[src/hdl/la_isa_pkg.sv]
package la_isa_pkg;

    typedef logic [31:0] inst_t;
    typedef logic [31:0] addr_t;      // pc or immediate value
    typedef logic [4:0]  arf_id_t;

    typedef enum logic [2:0] {IMM_S12, IMM_U12, IMM_U5, IMM_U20, IMM_NONE} imm_type_t;
    typedef enum logic [1:0] {ADDR_S12, ADDR_S16, ADDR_S26, ADDR_NONE} addr_imm_type_t;
    typedef enum logic [2:0] {REG_ZERO, REG_RD, REG_RJ, REG_RK, REG_IMM} reg_r_sel_t;
    typedef enum logic [1:0] {REG_W_NONE, REG_W_RD, REG_W_R1} reg_w_sel_t;

    // number of fixed opcode bits, counted down from bit 31
    localparam int OPW_3R    = 17;    // 3R, shift by imm, syscall, break
    localparam int OPW_2RI12 = 10;
    localparam int OPW_1RI20 = 7;
    localparam int OPW_BR    = 6;     // offs16 and offs26 forms

    localparam inst_t OP_ADD_W     = 32'h0010_0000;
    localparam inst_t OP_SUB_W     = 32'h0011_0000;
    localparam inst_t OP_SLT       = 32'h0012_0000;
    localparam inst_t OP_SLTU      = 32'h0012_8000;
    localparam inst_t OP_NOR       = 32'h0014_0000;
    localparam inst_t OP_AND       = 32'h0014_8000;
    localparam inst_t OP_OR        = 32'h0015_0000;
    localparam inst_t OP_XOR       = 32'h0015_8000;
    localparam inst_t OP_SLL_W     = 32'h0017_0000;
    localparam inst_t OP_SRL_W     = 32'h0017_8000;
    localparam inst_t OP_SRA_W     = 32'h0018_0000;
    localparam inst_t OP_BREAK     = 32'h002a_0000;
    localparam inst_t OP_SYSCALL   = 32'h002b_0000;
    localparam inst_t OP_SLLI_W    = 32'h0040_8000;
    localparam inst_t OP_SRLI_W    = 32'h0044_8000;
    localparam inst_t OP_SRAI_W    = 32'h0048_8000;
    localparam inst_t OP_SLTI      = 32'h0200_0000;
    localparam inst_t OP_SLTUI     = 32'h0240_0000;
    localparam inst_t OP_ADDI_W    = 32'h0280_0000;
    localparam inst_t OP_ANDI      = 32'h0340_0000;
    localparam inst_t OP_ORI       = 32'h0380_0000;
    localparam inst_t OP_XORI      = 32'h03c0_0000;
    localparam inst_t OP_LU12I_W   = 32'h1400_0000;
    localparam inst_t OP_PCADDU12I = 32'h1c00_0000;
    localparam inst_t OP_LD_B      = 32'h2800_0000;
    localparam inst_t OP_LD_H      = 32'h2840_0000;
    localparam inst_t OP_LD_W      = 32'h2880_0000;
    localparam inst_t OP_ST_B      = 32'h2900_0000;
    localparam inst_t OP_ST_H      = 32'h2940_0000;
    localparam inst_t OP_ST_W      = 32'h2980_0000;
    localparam inst_t OP_LD_BU     = 32'h2a00_0000;
    localparam inst_t OP_LD_HU     = 32'h2a40_0000;
    localparam inst_t OP_JIRL      = 32'h4c00_0000;
    localparam inst_t OP_B         = 32'h5000_0000;
    localparam inst_t OP_BL        = 32'h5400_0000;
    localparam inst_t OP_BEQ       = 32'h5800_0000;
    localparam inst_t OP_BNE       = 32'h5c00_0000;
    localparam inst_t OP_BLT       = 32'h6000_0000;
    localparam inst_t OP_BGE       = 32'h6400_0000;
    localparam inst_t OP_BLTU      = 32'h6800_0000;
    localparam inst_t OP_BGEU      = 32'h6c00_0000;

    // compare only the top width bits of the word
    function automatic logic op_match(inst_t inst, inst_t op, int width);
        inst_t mask;
        mask = ~(32'hffff_ffff >> width);
        return (inst & mask) == op;
    endfunction

endpackage

[src/hdl/decode_pkg.sv]
package decode_pkg;

    localparam int SLOTS     = 2;     // instructions per packet
    localparam int BUF_DEPTH = 2;     // packets held by the stage

    typedef logic [$clog2(BUF_DEPTH)-1:0]   buf_ptr_t;
    typedef logic [$clog2(BUF_DEPTH+1)-1:0] buf_cnt_t;

    typedef enum logic [1:0] {FU_ALU, FU_LSU, FU_BRU, FU_SYS} fu_type_t;

    typedef enum logic [3:0] {
        ADD, SUB, SLT, SLTU, AND, OR, NOR, XOR, SLL, SRL, SRA, LUI
    } alu_op_t;

    typedef enum logic [2:0] {
        BR_NONE, BEQ, BNE, BLT, BGE, BLTU, BGEU, BR_ALWAYS
    } br_cond_t;

    // access width of loads and stores
    typedef logic [1:0] mem_size_t;
    localparam mem_size_t MEM_BYTE = 2'd0;
    localparam mem_size_t MEM_HALF = 2'd1;
    localparam mem_size_t MEM_WORD = 2'd2;

endpackage

[src/hdl/basic_decoder.sv]
`timescale 1ns/1ps

module basic_decoder (
    input  la_isa_pkg::inst_t          inst,
    output la_isa_pkg::reg_r_sel_t     reg_r0_sel,
    output la_isa_pkg::reg_r_sel_t     reg_r1_sel,
    output la_isa_pkg::reg_w_sel_t     reg_w_sel,
    output la_isa_pkg::imm_type_t      imm_type,
    output la_isa_pkg::addr_imm_type_t addr_imm_type,
    output decode_pkg::fu_type_t       fu_type,
    output decode_pkg::alu_op_t        alu_op,
    output decode_pkg::mem_size_t      mem_size,
    output logic                       mem_signed,
    output logic                       mem_write,
    output decode_pkg::br_cond_t       br_cond,
    output logic                       syscall,
    output logic                       brk,
    output logic                       decode_err
);
    import la_isa_pkg::*;
    import decode_pkg::*;

    logic is_add_w, is_sub_w, is_slt, is_sltu, is_and, is_or, is_nor, is_xor;
    logic is_sll_w, is_srl_w, is_sra_w, is_slli_w, is_srli_w, is_srai_w;
    logic is_addi_w, is_slti, is_sltui, is_andi, is_ori, is_xori;
    logic is_lu12i_w, is_pcaddu12i, is_syscall, is_break;
    logic is_ld_b, is_ld_h, is_ld_w, is_ld_bu, is_ld_hu, is_st_b, is_st_h, is_st_w;
    logic is_beq, is_bne, is_blt, is_bge, is_bltu, is_bgeu, is_b, is_bl, is_jirl;
    // instruction forms
    logic f_rr, f_ri5, f_ri12s, f_ri12u, f_ri20, f_imm, f_load, f_store, f_bcc, f_jump;

    assign is_add_w     = op_match(inst, OP_ADD_W, OPW_3R);
    assign is_sub_w     = op_match(inst, OP_SUB_W, OPW_3R);
    assign is_slt       = op_match(inst, OP_SLT, OPW_3R);
    assign is_sltu      = op_match(inst, OP_SLTU, OPW_3R);
    assign is_and       = op_match(inst, OP_AND, OPW_3R);
    assign is_or        = op_match(inst, OP_OR, OPW_3R);
    assign is_nor       = op_match(inst, OP_NOR, OPW_3R);
    assign is_xor       = op_match(inst, OP_XOR, OPW_3R);
    assign is_sll_w     = op_match(inst, OP_SLL_W, OPW_3R);
    assign is_srl_w     = op_match(inst, OP_SRL_W, OPW_3R);
    assign is_sra_w     = op_match(inst, OP_SRA_W, OPW_3R);
    assign is_slli_w    = op_match(inst, OP_SLLI_W, OPW_3R);
    assign is_srli_w    = op_match(inst, OP_SRLI_W, OPW_3R);
    assign is_srai_w    = op_match(inst, OP_SRAI_W, OPW_3R);
    assign is_syscall   = op_match(inst, OP_SYSCALL, OPW_3R);   // code field ignored
    assign is_break     = op_match(inst, OP_BREAK, OPW_3R);
    assign is_addi_w    = op_match(inst, OP_ADDI_W, OPW_2RI12);
    assign is_slti      = op_match(inst, OP_SLTI, OPW_2RI12);
    assign is_sltui     = op_match(inst, OP_SLTUI, OPW_2RI12);
    assign is_andi      = op_match(inst, OP_ANDI, OPW_2RI12);
    assign is_ori       = op_match(inst, OP_ORI, OPW_2RI12);
    assign is_xori      = op_match(inst, OP_XORI, OPW_2RI12);
    assign is_ld_b      = op_match(inst, OP_LD_B, OPW_2RI12);
    assign is_ld_h      = op_match(inst, OP_LD_H, OPW_2RI12);
    assign is_ld_w      = op_match(inst, OP_LD_W, OPW_2RI12);
    assign is_ld_bu     = op_match(inst, OP_LD_BU, OPW_2RI12);
    assign is_ld_hu     = op_match(inst, OP_LD_HU, OPW_2RI12);
    assign is_st_b      = op_match(inst, OP_ST_B, OPW_2RI12);
    assign is_st_h      = op_match(inst, OP_ST_H, OPW_2RI12);
    assign is_st_w      = op_match(inst, OP_ST_W, OPW_2RI12);
    assign is_lu12i_w   = op_match(inst, OP_LU12I_W, OPW_1RI20);
    assign is_pcaddu12i = op_match(inst, OP_PCADDU12I, OPW_1RI20);
    assign is_jirl      = op_match(inst, OP_JIRL, OPW_BR);
    assign is_b         = op_match(inst, OP_B, OPW_BR);
    assign is_bl        = op_match(inst, OP_BL, OPW_BR);
    assign is_beq       = op_match(inst, OP_BEQ, OPW_BR);
    assign is_bne       = op_match(inst, OP_BNE, OPW_BR);
    assign is_blt       = op_match(inst, OP_BLT, OPW_BR);
    assign is_bge       = op_match(inst, OP_BGE, OPW_BR);
    assign is_bltu      = op_match(inst, OP_BLTU, OPW_BR);
    assign is_bgeu      = op_match(inst, OP_BGEU, OPW_BR);

    assign f_rr    = is_add_w | is_sub_w | is_slt | is_sltu | is_and | is_or | is_nor
                   | is_xor | is_sll_w | is_srl_w | is_sra_w;
    assign f_ri5   = is_slli_w | is_srli_w | is_srai_w;
    assign f_ri12s = is_addi_w | is_slti | is_sltui;
    assign f_ri12u = is_andi | is_ori | is_xori;       // logic ops zero-extend
    assign f_ri20  = is_lu12i_w | is_pcaddu12i;
    assign f_imm   = f_ri5 | f_ri12s | f_ri12u | f_ri20;
    assign f_load  = is_ld_b | is_ld_h | is_ld_w | is_ld_bu | is_ld_hu;
    assign f_store = is_st_b | is_st_h | is_st_w;
    assign f_bcc   = is_beq | is_bne | is_blt | is_bge | is_bltu | is_bgeu;
    assign f_jump  = is_b | is_bl | is_jirl;

    assign decode_err = !(f_rr | f_imm | f_load | f_store | f_bcc | f_jump
                          | is_syscall | is_break);

    assign fu_type = (f_load | f_store) ? FU_LSU :
                     (f_bcc | f_jump)   ? FU_BRU :
                     (f_rr | f_imm)     ? FU_ALU : FU_SYS;

    assign reg_r0_sel = (f_rr | f_ri5 | f_ri12s | f_ri12u | f_load | f_store | f_bcc | is_jirl)
                        ? REG_RJ : REG_ZERO;
    assign reg_r1_sel = f_rr              ? REG_RK  :
                        f_imm             ? REG_IMM :
                        (f_store | f_bcc) ? REG_RD  : REG_ZERO;   // store data, compare operand
    assign reg_w_sel  = (f_rr | f_imm | f_load | is_jirl) ? REG_W_RD :
                        is_bl                             ? REG_W_R1 : REG_W_NONE;

    assign imm_type = f_ri12s ? IMM_S12 :
                      f_ri12u ? IMM_U12 :
                      f_ri5   ? IMM_U5  :
                      f_ri20  ? IMM_U20 : IMM_NONE;
    assign addr_imm_type = (f_load | f_store) ? ADDR_S12 :
                           (f_bcc | is_jirl)  ? ADDR_S16 :
                           (is_b | is_bl)     ? ADDR_S26 : ADDR_NONE;

    always_comb begin
        alu_op = ADD;   // also address and link arithmetic
        if (is_sub_w) alu_op = SUB;
        else if (is_slt | is_slti) alu_op = SLT;
        else if (is_sltu | is_sltui) alu_op = SLTU;
        else if (is_and | is_andi) alu_op = AND;
        else if (is_or | is_ori) alu_op = OR;
        else if (is_nor) alu_op = NOR;
        else if (is_xor | is_xori) alu_op = XOR;
        else if (is_sll_w | is_slli_w) alu_op = SLL;
        else if (is_srl_w | is_srli_w) alu_op = SRL;
        else if (is_sra_w | is_srai_w) alu_op = SRA;
        else if (is_lu12i_w) alu_op = LUI;
    end

    assign br_cond = is_beq  ? BEQ  :
                     is_bne  ? BNE  :
                     is_blt  ? BLT  :
                     is_bge  ? BGE  :
                     is_bltu ? BLTU :
                     is_bgeu ? BGEU :
                     f_jump  ? BR_ALWAYS : BR_NONE;

    assign mem_size   = (is_ld_b | is_ld_bu | is_st_b) ? MEM_BYTE :
                        (is_ld_h | is_ld_hu | is_st_h) ? MEM_HALF :
                        (is_ld_w | is_st_w)            ? MEM_WORD : MEM_BYTE;
    assign mem_signed = is_ld_b | is_ld_h;
    assign mem_write  = f_store;
    assign syscall    = is_syscall;
    assign brk        = is_break;

endmodule

[src/hdl/imm_gen.sv]
`timescale 1ns/1ps

module imm_gen (
    input  la_isa_pkg::inst_t          inst,
    input  la_isa_pkg::imm_type_t      imm_type,
    input  la_isa_pkg::addr_imm_type_t addr_imm_type,
    output la_isa_pkg::addr_t          data_imm,
    output la_isa_pkg::addr_t          addr_imm
);
    import la_isa_pkg::*;

    always_comb begin
        case (imm_type)
            IMM_S12: data_imm = {{20{inst[21]}}, inst[21:10]};
            IMM_U12: data_imm = {20'b0, inst[21:10]};
            IMM_U5:  data_imm = {27'b0, inst[14:10]};     // shift amount
            IMM_U20: data_imm = {inst[24:5], 12'b0};      // lu12i.w, pcaddu12i
            default: data_imm = '0;
        endcase
    end

    always_comb begin
        case (addr_imm_type)
            ADDR_S12: addr_imm = {{20{inst[21]}}, inst[21:10]};           // byte offset
            ADDR_S16: addr_imm = {{14{inst[25]}}, inst[25:10], 2'b0};
            // offs26 keeps its high part in [9:0]
            ADDR_S26: addr_imm = {{4{inst[9]}}, inst[9:0], inst[25:10], 2'b0};
            default:  addr_imm = '0;
        endcase
    end

endmodule

[src/hdl/decoder.sv]
`timescale 1ns/1ps

module decoder (
    input  la_isa_pkg::addr_t                             head_pc,
    input  la_isa_pkg::inst_t [decode_pkg::SLOTS-1:0]     head_insts,
    input  logic [decode_pkg::SLOTS-1:0]                  head_mask,
    output logic [decode_pkg::SLOTS-1:0]                  out_mask,
    output la_isa_pkg::addr_t [decode_pkg::SLOTS-1:0]     out_pc,
    output la_isa_pkg::arf_id_t [2*decode_pkg::SLOTS-1:0] out_r_arfid,
    output la_isa_pkg::arf_id_t [decode_pkg::SLOTS-1:0]   out_w_arfid,
    output logic [decode_pkg::SLOTS-1:0]                  out_w_reg,
    output logic [2*decode_pkg::SLOTS-1:0]                out_use_imm,
    output la_isa_pkg::addr_t [decode_pkg::SLOTS-1:0]     out_data_imm,
    output la_isa_pkg::addr_t [decode_pkg::SLOTS-1:0]     out_addr_imm,
    output decode_pkg::fu_type_t [decode_pkg::SLOTS-1:0]  out_fu_type,
    output decode_pkg::alu_op_t [decode_pkg::SLOTS-1:0]   out_alu_op,
    output decode_pkg::mem_size_t [decode_pkg::SLOTS-1:0] out_mem_size,
    output logic [decode_pkg::SLOTS-1:0]                  out_mem_signed,
    output logic [decode_pkg::SLOTS-1:0]                  out_mem_write,
    output decode_pkg::br_cond_t [decode_pkg::SLOTS-1:0]  out_br_cond,
    output logic [decode_pkg::SLOTS-1:0]                  out_syscall,
    output logic [decode_pkg::SLOTS-1:0]                  out_break,
    output logic [decode_pkg::SLOTS-1:0]                  out_decode_err
);
    import la_isa_pkg::*;
    import decode_pkg::*;

    // rd at [4:0], rj at [9:5], rk at [14:10]
    function automatic arf_id_t pick_reg(reg_r_sel_t sel, inst_t inst);
        case (sel)
            REG_RD:  return inst[4:0];
            REG_RJ:  return inst[9:5];
            REG_RK:  return inst[14:10];
            default: return '0;    // zero and imm operands read r0
        endcase
    endfunction

    assign out_mask = head_mask;   // masked-off slots still decode

    for (genvar i = 0; i < SLOTS; i++) begin : g_slot
        reg_r_sel_t     r0_sel;
        reg_r_sel_t     r1_sel;
        reg_w_sel_t     w_sel;
        imm_type_t      imm_type;
        addr_imm_type_t addr_imm_type;

        assign out_pc[i] = head_pc | addr_t'(4 * i);   // packet pc is 8-byte aligned

        basic_decoder u_basic (
            .inst          (head_insts[i]),
            .reg_r0_sel    (r0_sel),
            .reg_r1_sel    (r1_sel),
            .reg_w_sel     (w_sel),
            .imm_type      (imm_type),
            .addr_imm_type (addr_imm_type),
            .fu_type       (out_fu_type[i]),
            .alu_op        (out_alu_op[i]),
            .mem_size      (out_mem_size[i]),
            .mem_signed    (out_mem_signed[i]),
            .mem_write     (out_mem_write[i]),
            .br_cond       (out_br_cond[i]),
            .syscall       (out_syscall[i]),
            .brk           (out_break[i]),
            .decode_err    (out_decode_err[i])
        );

        imm_gen u_imm (
            .inst          (head_insts[i]),
            .imm_type      (imm_type),
            .addr_imm_type (addr_imm_type),
            .data_imm      (out_data_imm[i]),
            .addr_imm      (out_addr_imm[i])
        );

        assign out_r_arfid[2*i]   = pick_reg(r0_sel, head_insts[i]);
        assign out_r_arfid[2*i+1] = pick_reg(r1_sel, head_insts[i]);
        assign out_use_imm[2*i]   = (r0_sel == REG_IMM);
        assign out_use_imm[2*i+1] = (r1_sel == REG_IMM);

        assign out_w_reg[i]   = (w_sel != REG_W_NONE);
        assign out_w_arfid[i] = (w_sel == REG_W_RD) ? head_insts[i][4:0] :
                                (w_sel == REG_W_R1) ? arf_id_t'(1) : '0;   // r1 is the bl link
    end

endmodule

[src/hdl/decode_ctrl.sv]
`timescale 1ns/1ps

module decode_ctrl (
    input  logic                                      clk,
    input  logic                                      rst_n,
    input  logic                                      in_valid,
    output logic                                      in_ready,
    input  la_isa_pkg::addr_t                         in_pc,
    input  la_isa_pkg::inst_t [decode_pkg::SLOTS-1:0] in_insts,
    input  logic [decode_pkg::SLOTS-1:0]              in_mask,
    output logic                                      out_valid,
    input  logic                                      out_ready,
    output la_isa_pkg::addr_t                         head_pc,
    output la_isa_pkg::inst_t [decode_pkg::SLOTS-1:0] head_insts,
    output logic [decode_pkg::SLOTS-1:0]              head_mask
);
    import la_isa_pkg::*;
    import decode_pkg::*;

    // raw packet store, decoded at the head only
    addr_t             pc_mem   [BUF_DEPTH];
    inst_t [SLOTS-1:0] inst_mem [BUF_DEPTH];
    logic  [SLOTS-1:0] mask_mem [BUF_DEPTH];

    buf_ptr_t rd_ptr;
    buf_ptr_t wr_ptr;
    buf_cnt_t count;
    buf_cnt_t count_next;
    logic     push;
    logic     pop;

    assign push      = in_valid & in_ready;
    assign pop       = out_valid & out_ready;
    assign out_valid = (count != '0);

    always_comb begin
        count_next = count;
        if (push && !pop)
            count_next = count + 1'b1;
        else if (pop && !push)
            count_next = count - 1'b1;
    end

    always_ff @(posedge clk) begin
        if (!rst_n) begin
            rd_ptr   <= '0;
            wr_ptr   <= '0;
            count    <= '0;
            in_ready <= 1'b1;
        end else begin
            if (push)
                wr_ptr <= (wr_ptr == buf_ptr_t'(BUF_DEPTH - 1)) ? '0 : wr_ptr + 1'b1;
            if (pop)
                rd_ptr <= (rd_ptr == buf_ptr_t'(BUF_DEPTH - 1)) ? '0 : rd_ptr + 1'b1;
            count    <= count_next;
            in_ready <= (count_next < buf_cnt_t'(BUF_DEPTH));   // room for one more
        end
    end

    always_ff @(posedge clk) begin
        if (push) begin
            pc_mem[wr_ptr]   <= in_pc;
            inst_mem[wr_ptr] <= in_insts;
            mask_mem[wr_ptr] <= in_mask;
        end
    end

    // held steady until popped
    assign head_pc    = pc_mem[rd_ptr];
    assign head_insts = inst_mem[rd_ptr];
    assign head_mask  = mask_mem[rd_ptr];

endmodule

[src/hdl/decode_stage.sv]
`timescale 1ns/1ps

module decode_stage (
    input  logic                                          clk,
    input  logic                                          rst_n,
    input  logic                                          in_valid,
    output logic                                          in_ready,
    input  la_isa_pkg::addr_t                             in_pc,
    input  la_isa_pkg::inst_t [decode_pkg::SLOTS-1:0]     in_insts,
    input  logic [decode_pkg::SLOTS-1:0]                  in_mask,
    output logic                                          out_valid,
    input  logic                                          out_ready,
    output logic [decode_pkg::SLOTS-1:0]                  out_mask,
    output la_isa_pkg::addr_t [decode_pkg::SLOTS-1:0]     out_pc,
    output la_isa_pkg::arf_id_t [2*decode_pkg::SLOTS-1:0] out_r_arfid,
    output la_isa_pkg::arf_id_t [decode_pkg::SLOTS-1:0]   out_w_arfid,
    output logic [decode_pkg::SLOTS-1:0]                  out_w_reg,
    output logic [2*decode_pkg::SLOTS-1:0]                out_use_imm,
    output la_isa_pkg::addr_t [decode_pkg::SLOTS-1:0]     out_data_imm,
    output la_isa_pkg::addr_t [decode_pkg::SLOTS-1:0]     out_addr_imm,
    output decode_pkg::fu_type_t [decode_pkg::SLOTS-1:0]  out_fu_type,
    output decode_pkg::alu_op_t [decode_pkg::SLOTS-1:0]   out_alu_op,
    output decode_pkg::mem_size_t [decode_pkg::SLOTS-1:0] out_mem_size,
    output logic [decode_pkg::SLOTS-1:0]                  out_mem_signed,
    output logic [decode_pkg::SLOTS-1:0]                  out_mem_write,
    output decode_pkg::br_cond_t [decode_pkg::SLOTS-1:0]  out_br_cond,
    output logic [decode_pkg::SLOTS-1:0]                  out_syscall,
    output logic [decode_pkg::SLOTS-1:0]                  out_break,
    output logic [decode_pkg::SLOTS-1:0]                  out_decode_err
);
    import la_isa_pkg::*;
    import decode_pkg::*;

    // head packet of the buffer
    addr_t             head_pc;
    inst_t [SLOTS-1:0] head_insts;
    logic  [SLOTS-1:0] head_mask;

    decode_ctrl u_ctrl (
        .clk, .rst_n,
        .in_valid, .in_ready, .in_pc, .in_insts, .in_mask,
        .out_valid, .out_ready,
        .head_pc, .head_insts, .head_mask
    );

    // bundle fields come straight off the head entry
    decoder u_decoder (
        .head_pc, .head_insts, .head_mask,
        .out_mask, .out_pc, .out_r_arfid, .out_w_arfid, .out_w_reg, .out_use_imm,
        .out_data_imm, .out_addr_imm, .out_fu_type, .out_alu_op,
        .out_mem_size, .out_mem_signed, .out_mem_write,
        .out_br_cond, .out_syscall, .out_break, .out_decode_err
    );

endmodule

[config.mk]
export PLATFORM = sky130hd
export DESIGN_NAME = decode_stage
export DESIGN_NICKNAME = d
export VERILOG_FILES = /design/src/hdl/la_isa_pkg.sv /design/src/hdl/decode_pkg.sv /design/src/hdl/basic_decoder.sv /design/src/hdl/imm_gen.sv /design/src/hdl/decoder.sv /design/src/hdl/decode_ctrl.sv /design/src/hdl/decode_stage.sv
export SDC_FILE = /design/constraint.sdc
export NUM_CORES = 1
export LEC_CHECK = 0
export ABC_AREA = 0
export BUFFER_PORTS_ARGS = -buffer_cell sky130_fd_sc_hd__buf_2
export CORE_UTILIZATION = 55
export CTS_CLUSTER_DIAMETER = 100
export CTS_CLUSTER_SIZE = 20
export DETAILED_ROUTE_END_ITERATION = 10
export PLACE_DENSITY = 0.84
export SYNTH_ARGS = -nofsm -noshare
export SYNTH_HDL_FRONTEND = slang
export SYNTH_SLANG_ARGS = --single-unit
[constraint.sdc]
create_clock -name clk -period 9.85 [get_ports clk]
set_input_delay 0 -clock clk [delete_from_list [all_inputs] [get_ports clk]]
set_output_delay 0 -clock clk [all_outputs]
set_load 0.005 [all_outputs]
== After elaboration in Yosys (flattened, before gate mapping) ==
Memory sizes are Yosys's and may differ from the RTL's. A register that Yosys moved wholly into a read port is not among the register bits.
Index checks and enable logic that the tools add are counted.

* Bits of input ports: 102
* Output and inout port bits: 264
* Register bits: 5
* Memories: 3
* RAM bits: 196
* Word-level logic and storage cells: 367

* Equality and inequality tests: 112
* Bitwise operators: 132
* Add/subtract/negate cells: 4
* $lt $le $gt $ge: 1
* Multiplexer cells: 98
* Reductions and logical operators: 13

{| class="wikitable"
|+ Memory list
! name !! depth !! width !! read ports !! clocked after memory_dff !! wr ports !! RTL line !! source
|-
| u_ctrl.inst_mem || 2 || 64 || 1 || 1 || 1 || decode_ctrl.sv:22 || <nowiki>inst_t [SLOTS-1:0] inst_mem [BUF_DEPTH];</nowiki>
|-
| u_ctrl.pc_mem || 2 || 32 || 1 || 1 || 1 || decode_ctrl.sv:21 || <nowiki>addr_t pc_mem [BUF_DEPTH];</nowiki>
|-
| u_ctrl.mask_mem || 2 || 2 || 1 || 1 || 1 || decode_ctrl.sv:23 || <nowiki>logic [SLOTS-1:0] mask_mem [BUF_DEPTH];</nowiki>
|}

{| class="wikitable"
|+ Operator list
! operator !! count
|-
| $eq A17 B6 Y1 const B || 22
|-
| $pmux W32 S4 || 2
|-
| $pmux W32 S3 || 2
|-
| $eq A10 B8 Y1 const B || 16
|-
| $or A1 B1 Y1 || 130
|-
| $eq A10 B4 Y1 const B || 12
|-
| $eq A6 B5 Y1 const B || 18
|-
| $eq A17 B8 Y1 const B || 6
|-
| $mux W4 || 22
|-
| $mux W3 || 26
|-
| $eq A17 B7 Y1 const B || 4
|-
| $pmux W5 S3 || 4
|-
| $mux W2 || 24
|-
| $eq A7 B4 Y1 const B || 4
|-
| $eq A3 B2 Y1 const B || 8
|-
| $eq A2 B2 Y1 const B || 8
|-
| $mux W1 || 16
|-
| $eq A2 B1 Y1 const B || 6
|-
| $eq A3 B1 Y1 const B || 4
|-
| $mux W5 || 2
|-
| $eq A2 B3 Y1 const B || 2
|-
| $eq A3 B3 Y1 const B || 2
|-
| $logic_not A3 Y1 || 2
|-
| $reduce_bool A2 Y1 || 3
|-
| other kinds (8) || 15
|}

== Longest topological paths before layout ==
Gate-level depths: netlist of run 1.

* Word-level depth: 21
* Mapped depth: 13
* Depth with buffers taken out: 11

== Cells and area by module ==
From an unflattened synthesis of run 1, not the netlist that was laid out.

* Cell total of the unflattened synthesis: 1,022
* Area total of the unflattened synthesis: 12,037.8 um^2

{| class="wikitable"
|+ Modules (own cells, without submodules)
! module !! sequential area each (um^2) !! cells an instance !! times used !! area an instance (um^2)
|-
| decode_ctrl || 6,005.8 || 340 || 1 || 7,439.6
|-
| imm_gen || 0.0 || 124 || 2 || 850.8
|-
| decoder || 0.0 || 157 || 1 || 1,161.1
|-
| basic_decoder at u_decoder.g_slot[0].u_basic || 0.0 || 147 || 1 || 915.9
|-
| basic_decoder at u_decoder.g_slot[1].u_basic || 0.0 || 130 || 1 || 819.5
|}

== Worst setup path after synthesis of run 1 ==
No wires, ideal clock.

* Path type: register -> register
* Start: reg u_ctrl.in_ready
* End: mem u_ctrl.inst_mem[0][0] in the netlist's numbering (enable)
* Data required time: 9,293 ps
* Buffers on the path: 0
* Setup time: 557 ps
* Cell stages (with the launch flop): 3
* Setup slack: 4,739 ps
* Period minus slack after synthesis: 5,111 ps
* Arrival time: 4,555 ps
* Cell sequence: dfxtp_1 > nand2_1 > nor2_1

* Cells in the longest elaborated chain, start to end: 3

{| class="wikitable"
|+ Ends and longest elaborated chain
! item !! RTL line !! source
|-
| start, declared || decode_ctrl.sv:7 || <nowiki>output logic in_ready,</nowiki>
|-
| start signal, assigned || decode_ctrl.sv:56 || <nowiki>in_ready <= (count_next < buf_cnt_t'(BUF_DEPTH));</nowiki>
|-
| $and A1 B1 Y1 || decode_ctrl.sv:32 || <nowiki>assign push = in_valid & in_ready;</nowiki>
|-
| $mux W1 || decode_ctrl.sv:61 || <nowiki>if (push) begin</nowiki>
|-
| $mux W1 (not written as such) || decode_ctrl.sv:63 || <nowiki>inst_mem[wr_ptr] <= in_insts;</nowiki>
|-
| end, declared || decode_ctrl.sv:22 ||
|}

No other way between the ends.

==> results of run 1 <==
cell families after synthesis:
family	Yosys count
multiplexers	103
other	2
buffers and inverters	121
flip-flops	202
XOR/XNOR	1
AO/OA/AOI/OAI	215
adder cells (fa/ha/maj)	3
AND/OR/NAND/NOR	285
flip-flops by register name (all words and copies together) (netlist names), named ones only:
| signal | count |
|---|---|
| u_ctrl.count | 2 |
| u_ctrl.in_ready | 1 |
| u_ctrl.inst_mem | 128 |
| u_ctrl.mask_mem | 4 |
| u_ctrl.pc_mem | 64 |
| u_ctrl.rd_ptr | 1 |
| u_ctrl.wr_ptr | 1 |
placed cells by master (no fill, tap or decap), types with 8 or more instances in the layout:
master and count:
nand3_1 17, o21ai_0 58, nand4_1 8, nand2_1 42
mux2i_1 53, o22ai_1 31, and2_1 8, edfxtp_1 196
nand2b_1 12, buf_2 362, nor2_1 96, o21ai_1 9
dlygate4sd3_1 101, nor3_1 17, and3_1 9, mux2_2 48
inv_1 25, a21oi_1 42, clkbuf_16 14
cell type report:
| cell class | instances | area (um2) |
|---|---|---|
| Multi-Input combinational cell | 610 | 4160 |
| Clock inverter | 3 | 41.3 |
| Timing Repair Buffer | 470 | 2880 |
| Fill cell | 1384 | 5510 |
| Inverter | 25 | 93.8 |
| Sequential cell | 202 | 6010 |
| Tap cell | 265 | 332 |
| Antenna cell | 4 | 10.0 |
| Clock buffer | 19 | 369 |
worst min-delay path, delay by kind of cell:
family | cells | cell delay [ns]
AO/OA/AOI/OAI | 1 | 0.11
buffers and inverters | 1 | 0.10
AND/OR/NAND/NOR | 2 | 0.30
per-stage QoR:
step | std cells | hold WS [ns] | worst slack [ns]
6_report | 1598 | 0.0559 | 4.69
4_1_cts | 1594 | 0.0461 | 4.81
5_1_grt | 1598 | 0.0653 | 4.35
2_1_floorplan | 933 | 0.0989 | 4.74
3_5_place_dp | 1471 | 0.191 | 5.34
3_3_place_gp | 1471 | 0.187 | 5.53
metal layers:
| layer | vias to the layer above | share of wire | routed length [um] | track usage |
|---|---|---|---|---|
| li1 | 4295 | - | - | - |
| met1 | 4566 | 0.39 | 13100 | 0.414 |
| met2 | 592 | 0.49 | 16500 | 0.516 |
| met3 | 102 | 0.083 | 2810 | 0.0537 |
| met4 | 0 | 0.036 | 1200 | 0.131 |
| met5 | - | 0 | 0 | 0 |
repair_timing:
| item | CTS | global route |
|---|---|---|
| endpoints found under the hold margin | 202 | 0 |
| hold buffers | 101 | 0 |
| setup endpoints to repair | 0 | 0 |
path summary, 6_finish.rpt:
kind | end | cells after the start | start
max reg2reg | u_ctrl.inst_mem[0][28] | 4 | u_ctrl.in_ready
max | out_addr_imm[31] | 9 | flop
min reg2reg | u_ctrl.count[0] | 2 | u_ctrl.count[0]
min | u_ctrl.wr_ptr | 4 | in_valid
power groups by stage:
| stage | sequential (mW) | combinational [mW] | clock (mW) |
|---|---|---|---|
| after detailed placement | 1.11 | 0.632 | 0 |
| after floorplan | 1.09 | 0.461 | 0 |
| after global placement | 1.10 | 0.624 | 0 |
| after CTS | 1.09 | 0.669 | 0.565 |
| final | 1.09 | 0.689 | 0.566 |
| after global routing | 1.10 | 0.738 | 0.595 |
==> summary.txt, run 1 <==
Status
  • Run status: complete, no violations

Layout
  • Share of cells above drive strength 1: 0.357
  • Post-Layout Inst Area: 0.0139 mm2
  • Final core utilization: 0.716
  • Area delta synth->final: 27.7%
  • Nets@finish: 1428

Yosys
  • EDFF count, synth: 196
  • Netlist cell types: 91
  • Yosys top cell area share: 0.541
  • Synth Flop Type: edfxtp_1
  • Combinational family with the most area after synthesis: simple AND/OR/NAND/NOR gates
  • Post-synthesis mux area share: 0.102
  • Synth Register Bits: around 200
  • Synth area leader: edfxtp_1
  • Synth cell count leaders: edfxtp_1, nor2_1, o21ai_0
  • Synth Warn #: 0
  • Syn avg cell area: 11.7 um2
  • Leading post-synthesis cells by cell area: edfxtp_1, mux2_2, mux2i_1
  • Synth Area in Compound Gates: 0.131
  • XOR/XNOR Fraction of Synth Area: 0.000805
  • Sequential element share of the synthesized area: 0.552
  • Synth Area in Simple Gates: 0.143
  • Post-Synth Adder-Cell Area: 0.00345
  • Most common cell in the netlist: edfxtp_1
  • Post-synthesis async set-or-reset flop share: 0
  • Mapped Area: 0.0109 mm2
  • Synthesized instance count: approximately 930

Timing
  • Slew HR: 0.369
  • RSZ-0062 raised after global routing: no
  • Pins Over Slew Limit: 0
  • Final setup TNS: 0 ns
  • Period Utilization, post-route: 0.524
  • Setup Skew: 0.0198 ns
  • Min Clock Period, post-route: 5.16 ns
  • # setup viols final: 0
  • Fmax: 194 MHz
  • Worst-Margin Slew: 0.940 ns
  • Final Hold Viols: 0

Global routing
  • All-Layer GR Usage: 0.314
  • Largest net degree at the start of global routing: 71
  • Overflow after GRT: 0
  • Initial antenna violation count: 5
  • Global-route wire length before repair: approximately 49 mm
  • Number of global-route vias before repair: just under 9000

Setup path
  • Cell Chain, Critical Path: buf_4, buf_4, and3_1, a211oi_1, o21ai_1, or2_1, a21boi_4, o21ai_1, buf_2
  • Crit path DAT: 5.16 ns
  • Worst Path Buf+Inv: 3
  • Slowest stage delay, CP: 0.80 ns
  • Worst Setup End Kind: output port
  • Setup CP Type: reg -> out
  • Slowest-stage cell, CP: buf_4
  • CP delay by family, top: buffers and inverters
  • Worst Path Max Fanout: 70
  • CP Launch Type: flop
  • Worst reg2reg setup slack: 7.55 ns
  • Worst EP required: 9.85 ns

CTS
  • CTS Buffer Depth: 3
  • CTS resizes: 0
  • # clock sinks: between 200 and 250
  • Clk Latency, worst-skew pair: around 0.48 ns
  • Clock transition at path regs: 0.08 ns
  • CTS Root Cell: clkbuf_16
  • H-tree lvl count: 1
  • Setup bufs post-CTS: 0
  • Total CTS buffers: 14
  • CTS tree: built

Placement
  • Placer congestion estimate: a little under 1
  • DP HPWL: 22.3 mm
  • Port bufs: 362
  • Area post-placement: ~0.012 mm2

Pwr
  • Combinational fraction of design power: 0.294
  • Clk pwr share: 0.241
  • P_sw: 0.755 mW
  • Pint: ~1.6 mW
  • Worst ir drop on vdd: 0.152 mV
  • Sequential share of power: 0.465
  • Leakage: 5.73 nW
  • Power density over cell area: 169 mW/mm2
  • Sw frac: 0.322
  • Power Total: 2.35 mW

Routing
  • 1st-iter DRT viols: 794
  • Post-route ant nets: 0
  • DRT Wirelength: 33.7 mm
  • Vias per cell: 5.98
  • Via count: around 9600
  • Pre-antenna DRT Iters: 7
  • WL per Instance: 21.1 um
  • # DRC: 0

Floorplanning
  • Die area: ~0.020 mm2
  • Core footprint: 0.0194 mm2
  • Number of core rows: 51
  • Die height: 143 um
  • I/O pin cnt: ~370
  • Starting Density: 0.561
  • Die X: between 100 and 150 um

Job
  • Number of max-cap violations: 0

Worst hold path
  • Worst hold path type: in -> reg
Power figures use the tool's default switching activity.
==> inputs of run 2 (changes only) <==
--- a/config.mk
+++ b/config.mk
@@ -7,11 +7,11 @@
 export LEC_CHECK = 0
 export ABC_AREA = 0
 export BUFFER_PORTS_ARGS = -buffer_cell sky130_fd_sc_hd__buf_2
-export CORE_UTILIZATION = 55
+export CORE_UTILIZATION = 51
 export CTS_CLUSTER_DIAMETER = 100
 export CTS_CLUSTER_SIZE = 20
 export DETAILED_ROUTE_END_ITERATION = 10
-export PLACE_DENSITY = 0.84
+export PLACE_DENSITY = 0.79
 export SYNTH_ARGS = -nofsm -noshare
 export SYNTH_HDL_FRONTEND = slang
 export SYNTH_SLANG_ARGS = --single-unit
==> constraint.sdc (replaced) <==
create_clock -name clk -period 4.94 [get_ports clk]
set_input_delay 0 -clock clk [delete_from_list [all_inputs] [get_ports clk]]
set_output_delay 0 -clock clk [all_outputs]
set_load 0.005 [all_outputs]
==> run 2 against run 1 <==
  * Critical path depth is 2 lower
  * Via count fell by 0.31%
  * Hold slack improved by 0.021 ns
  * Utilization decreased by 5.1 points
  * Non-clock buffer count increased by 4
  * Global-route usage down 3.1 points
  * Wire length fell by 3.6%
==> summary.txt, run 2 (synthesized netlist as in run 1, its figures left out) <==
CTS
  • CTS tree: built (unchanged)
  • CTS Buffer Depth: 3 (unchanged)
  • Hold Buf Count CTS: 100 (was 101)
  • CTS resizes: 0 (unchanged)
  • Clock transition at path regs: 0.08 ns (about the same)
  • Total CTS buffers: 14 (unchanged)
  • Clk Latency, worst-skew pair: 0.46 ns (was 0.48 ns)
  • Setup bufs post-CTS: 0 (unchanged)
  • H-tree lvl count: 1 (unchanged)
  • CTS Root Cell: clkbuf_16 (unchanged)
  • # clock sinks: 202 (unchanged)

Floorplanning
  • Die X: 148 um (was 143 um)
  • Starting Density: 0.519 (was 0.561)
  • Die height: 148 um (was 143 um)
  • Number of core rows: 53 (was 51)
  • I/O pin cnt: 366 (unchanged)
  • Die area: 0.0219 mm2 (was 0.0203 mm2)
  • Core footprint: 0.0210 mm2 (was 0.0194 mm2)

Pwr
  • Clk pwr share: 0.245 (was 0.241)
  • Leakage: 5.75 nW (was 5.73 nW)
  • Sequential share of power: 0.466 (was 0.465)
  • Pint: 3.22 mW (was 1.59 mW)
  • Power density over cell area: 337 mW/mm2 (was 169 mW/mm2)
  • Worst ir drop on vdd: 0.252 mV (was 0.152 mV)
  • Sw frac: 0.315 (was 0.322)
  • P_sw: 1.48 mW (was 0.755 mW)
  • Combinational fraction of design power: 0.289 (was 0.294)
  • Power Total: 4.70 mW (was 2.35 mW)

Routing
  • DRT Wirelength: 32.5 mm (was 33.7 mm)
  • Met1 WL: 13.4 mm (was 13.1 mm)
  • # DRC: 0 (unchanged)
  • Via count: 9525 (was 9555)
  • Pre-antenna DRT Iters: 5 (was 7)
  • Met3 Wirelength: 2.50 mm (was 2.81 mm)
  • Max layer used: met4 (unchanged)
  • WL per Instance: 20.1 um (was 21.1 um)
  • Vias per cell: 5.91 (was 5.98)
  • 1st-iter DRT viols: 928 (was 794)
  • Met2 wire len: 15.9 mm (was 16.5 mm)
  • Post-route ant nets: 0 (unchanged)

Global routing
  • Largest net degree at the start of global routing: 80 (was 71)
  • Global-route wire length before repair: 48.6 mm (was 49.1 mm)
  • Number of global-route vias before repair: 8806 (was 8797)
  • All-Layer GR Usage: 0.283 (was 0.314)
  • Overflow after GRT: 0 (unchanged)
  • Initial antenna violation count: 2 (was 5)

Placement
  • Area post-placement: 0.0125 mm2 (about the same)
  • Placer congestion estimate: 0.937 (was 0.974)
  • Port bufs: 362 (unchanged)
  • Placed cells: 1486 (was 1471)
  • DP HPWL: 22.5 mm (was 22.3 mm)

Layout
  • Top reg by flops: u_ctrl.inst_mem (unchanged)
  • Post-Layout Inst Area: 0.0139 mm2 (about the same)
  • Final Non-Filler Cells: 1612 (was 1598)
  • Share of cells above drive strength 1: 0.359 (was 0.357)
  • Most common cell after layout, fill and taps aside: buf_2 (unchanged)
  • Nets@finish: 1432 (was 1428)
  • Max FFs per register: 128 (unchanged)
  • Top flop regs: u_ctrl.inst_mem: 128 flops, u_ctrl.pc_mem: 64 flops, u_ctrl.mask_mem: 4 flops (unchanged)
  • Filler Cells Inserted: 1616 (was 1384)
  • Area delta synth->final: 28.3% (was 27.7%)
  • Most frequent cells in the layout: buf_2, edfxtp_1, dlygate4sd3_1 (unchanged)

Timing
  • RSZ-0062 raised after global routing: no (unchanged)
  • # setup viols final: 0 (unchanged)
  • Worst-Margin Slew: 1.01 ns (was 0.940 ns)
  • Fmax: 245 MHz
  • Period Utilization, post-route: 0.827
  • Min Clock Period, post-route: about 4.1 ns
  • Slew HR: 0.325 (was 0.369)
  • Final Hold Viols: 0 (unchanged)
  • Setup Skew: 0.0131 ns (was 0.0198 ns)
  • Pins Over Slew Limit: 0 (unchanged)
  • Final setup TNS: 0 ns (unchanged)

Setup path
  • Worst EP required: 4.94 ns (was 9.85 ns)
  • CP Launch Type: flop (unchanged)
  • Worst Setup End Kind: output port (unchanged)
  • Setup CP Type: reg -> out (unchanged)
  • Reg-to-Reg Start: u_ctrl.wr_ptr (was u_ctrl.in_ready)
  • Worst Path Max Fanout: 79 (was 70)
  • Crit path DAT: 4.09 ns (was 5.16 ns)

Status
  • Run status: complete, no violations (unchanged)

Worst hold path
  • Worst hold path type: in -> reg (unchanged)
  • Worst hold path startpoint: in_valid (unchanged)

Job
  • Number of max-cap violations: 0 (unchanged)
## run 2: cell count changes in the layout (fill, tap and decap cells not counted)
cell	before	now
clkinv_1	0	1
clkbuf_8	0	1
clkinv_8	2	0
inv_6	1	0
dlygate4sd3_1	101	100
clkbuf_16	14	15
diode_2	4	2
clkbuf_1	5	6
inv_12	0	1
buf_4	7	12
## run 2: worst paths after layout
kind                                              end  slack [ns]  depth (start not counted)
worst min register to register        u_ctrl.count[0]        0.50                          2
worst min-delay path                    u_ctrl.wr_ptr        0.08                          4
worst max register to register  u_ctrl.inst_mem[1][3]        2.83                          2
worst max-delay path                 out_addr_imm[59]        0.85                          7
## run 2: power groups by stage
stage               logic [mW]  registers, mW  clock network [mW]
floorplan                0.919           2.16                   0
global placement          1.25           2.21                   0
detailed placement        1.26           2.22                   0
CTS                       1.33           2.18                1.16
global route              1.46           2.21                1.22
finish                    1.36           2.19                1.15
## run 2: critical path, stage by stage (launching register included)
cell	delay [ns]
dfxtp_4	0.96
mux2_2	0.49
o32ai_1	0.29
nand4_1	0.54
nand2b_1	0.47
a21boi_1	0.29
o21ai_0	0.32
buf_2	0.23
## run 2: final cells by class
type                            count  area [um2]  share of cell area
Multi-Input combinational cell    610        4160               0.298
Clock buffer                       22         412              0.0295
Antenna cell                        2        5.00            0.000359
Tap cell                          275         344              0.0247
Inverter                           25        93.8             0.00673
Timing Repair Buffer              474        2900               0.208
Sequential cell                   202        6010               0.431
Clock inverter                      2        20.0             0.00144
## run 2: layer usage
metal  track usage  vias up
met5             0        -
met4        0.0758        0
met3        0.0401       73
met2         0.476      521
met1         0.383     4638
li1              -     4293
## run 2: metrics by stage
stage / util / hold slack, ns / worst slack [ns]
after CTS: 0.665 / 0.0658 / 0.926
final: 0.666 / 0.0772 / 0.853
after global placement: 0.597 / 0.187 / 1.38
after floorplan: - / 0.0989 / 1.49
after global routing: 0.666 / 0.119 / 0.579
after detailed placement: 0.597 / 0.191 / 1.43
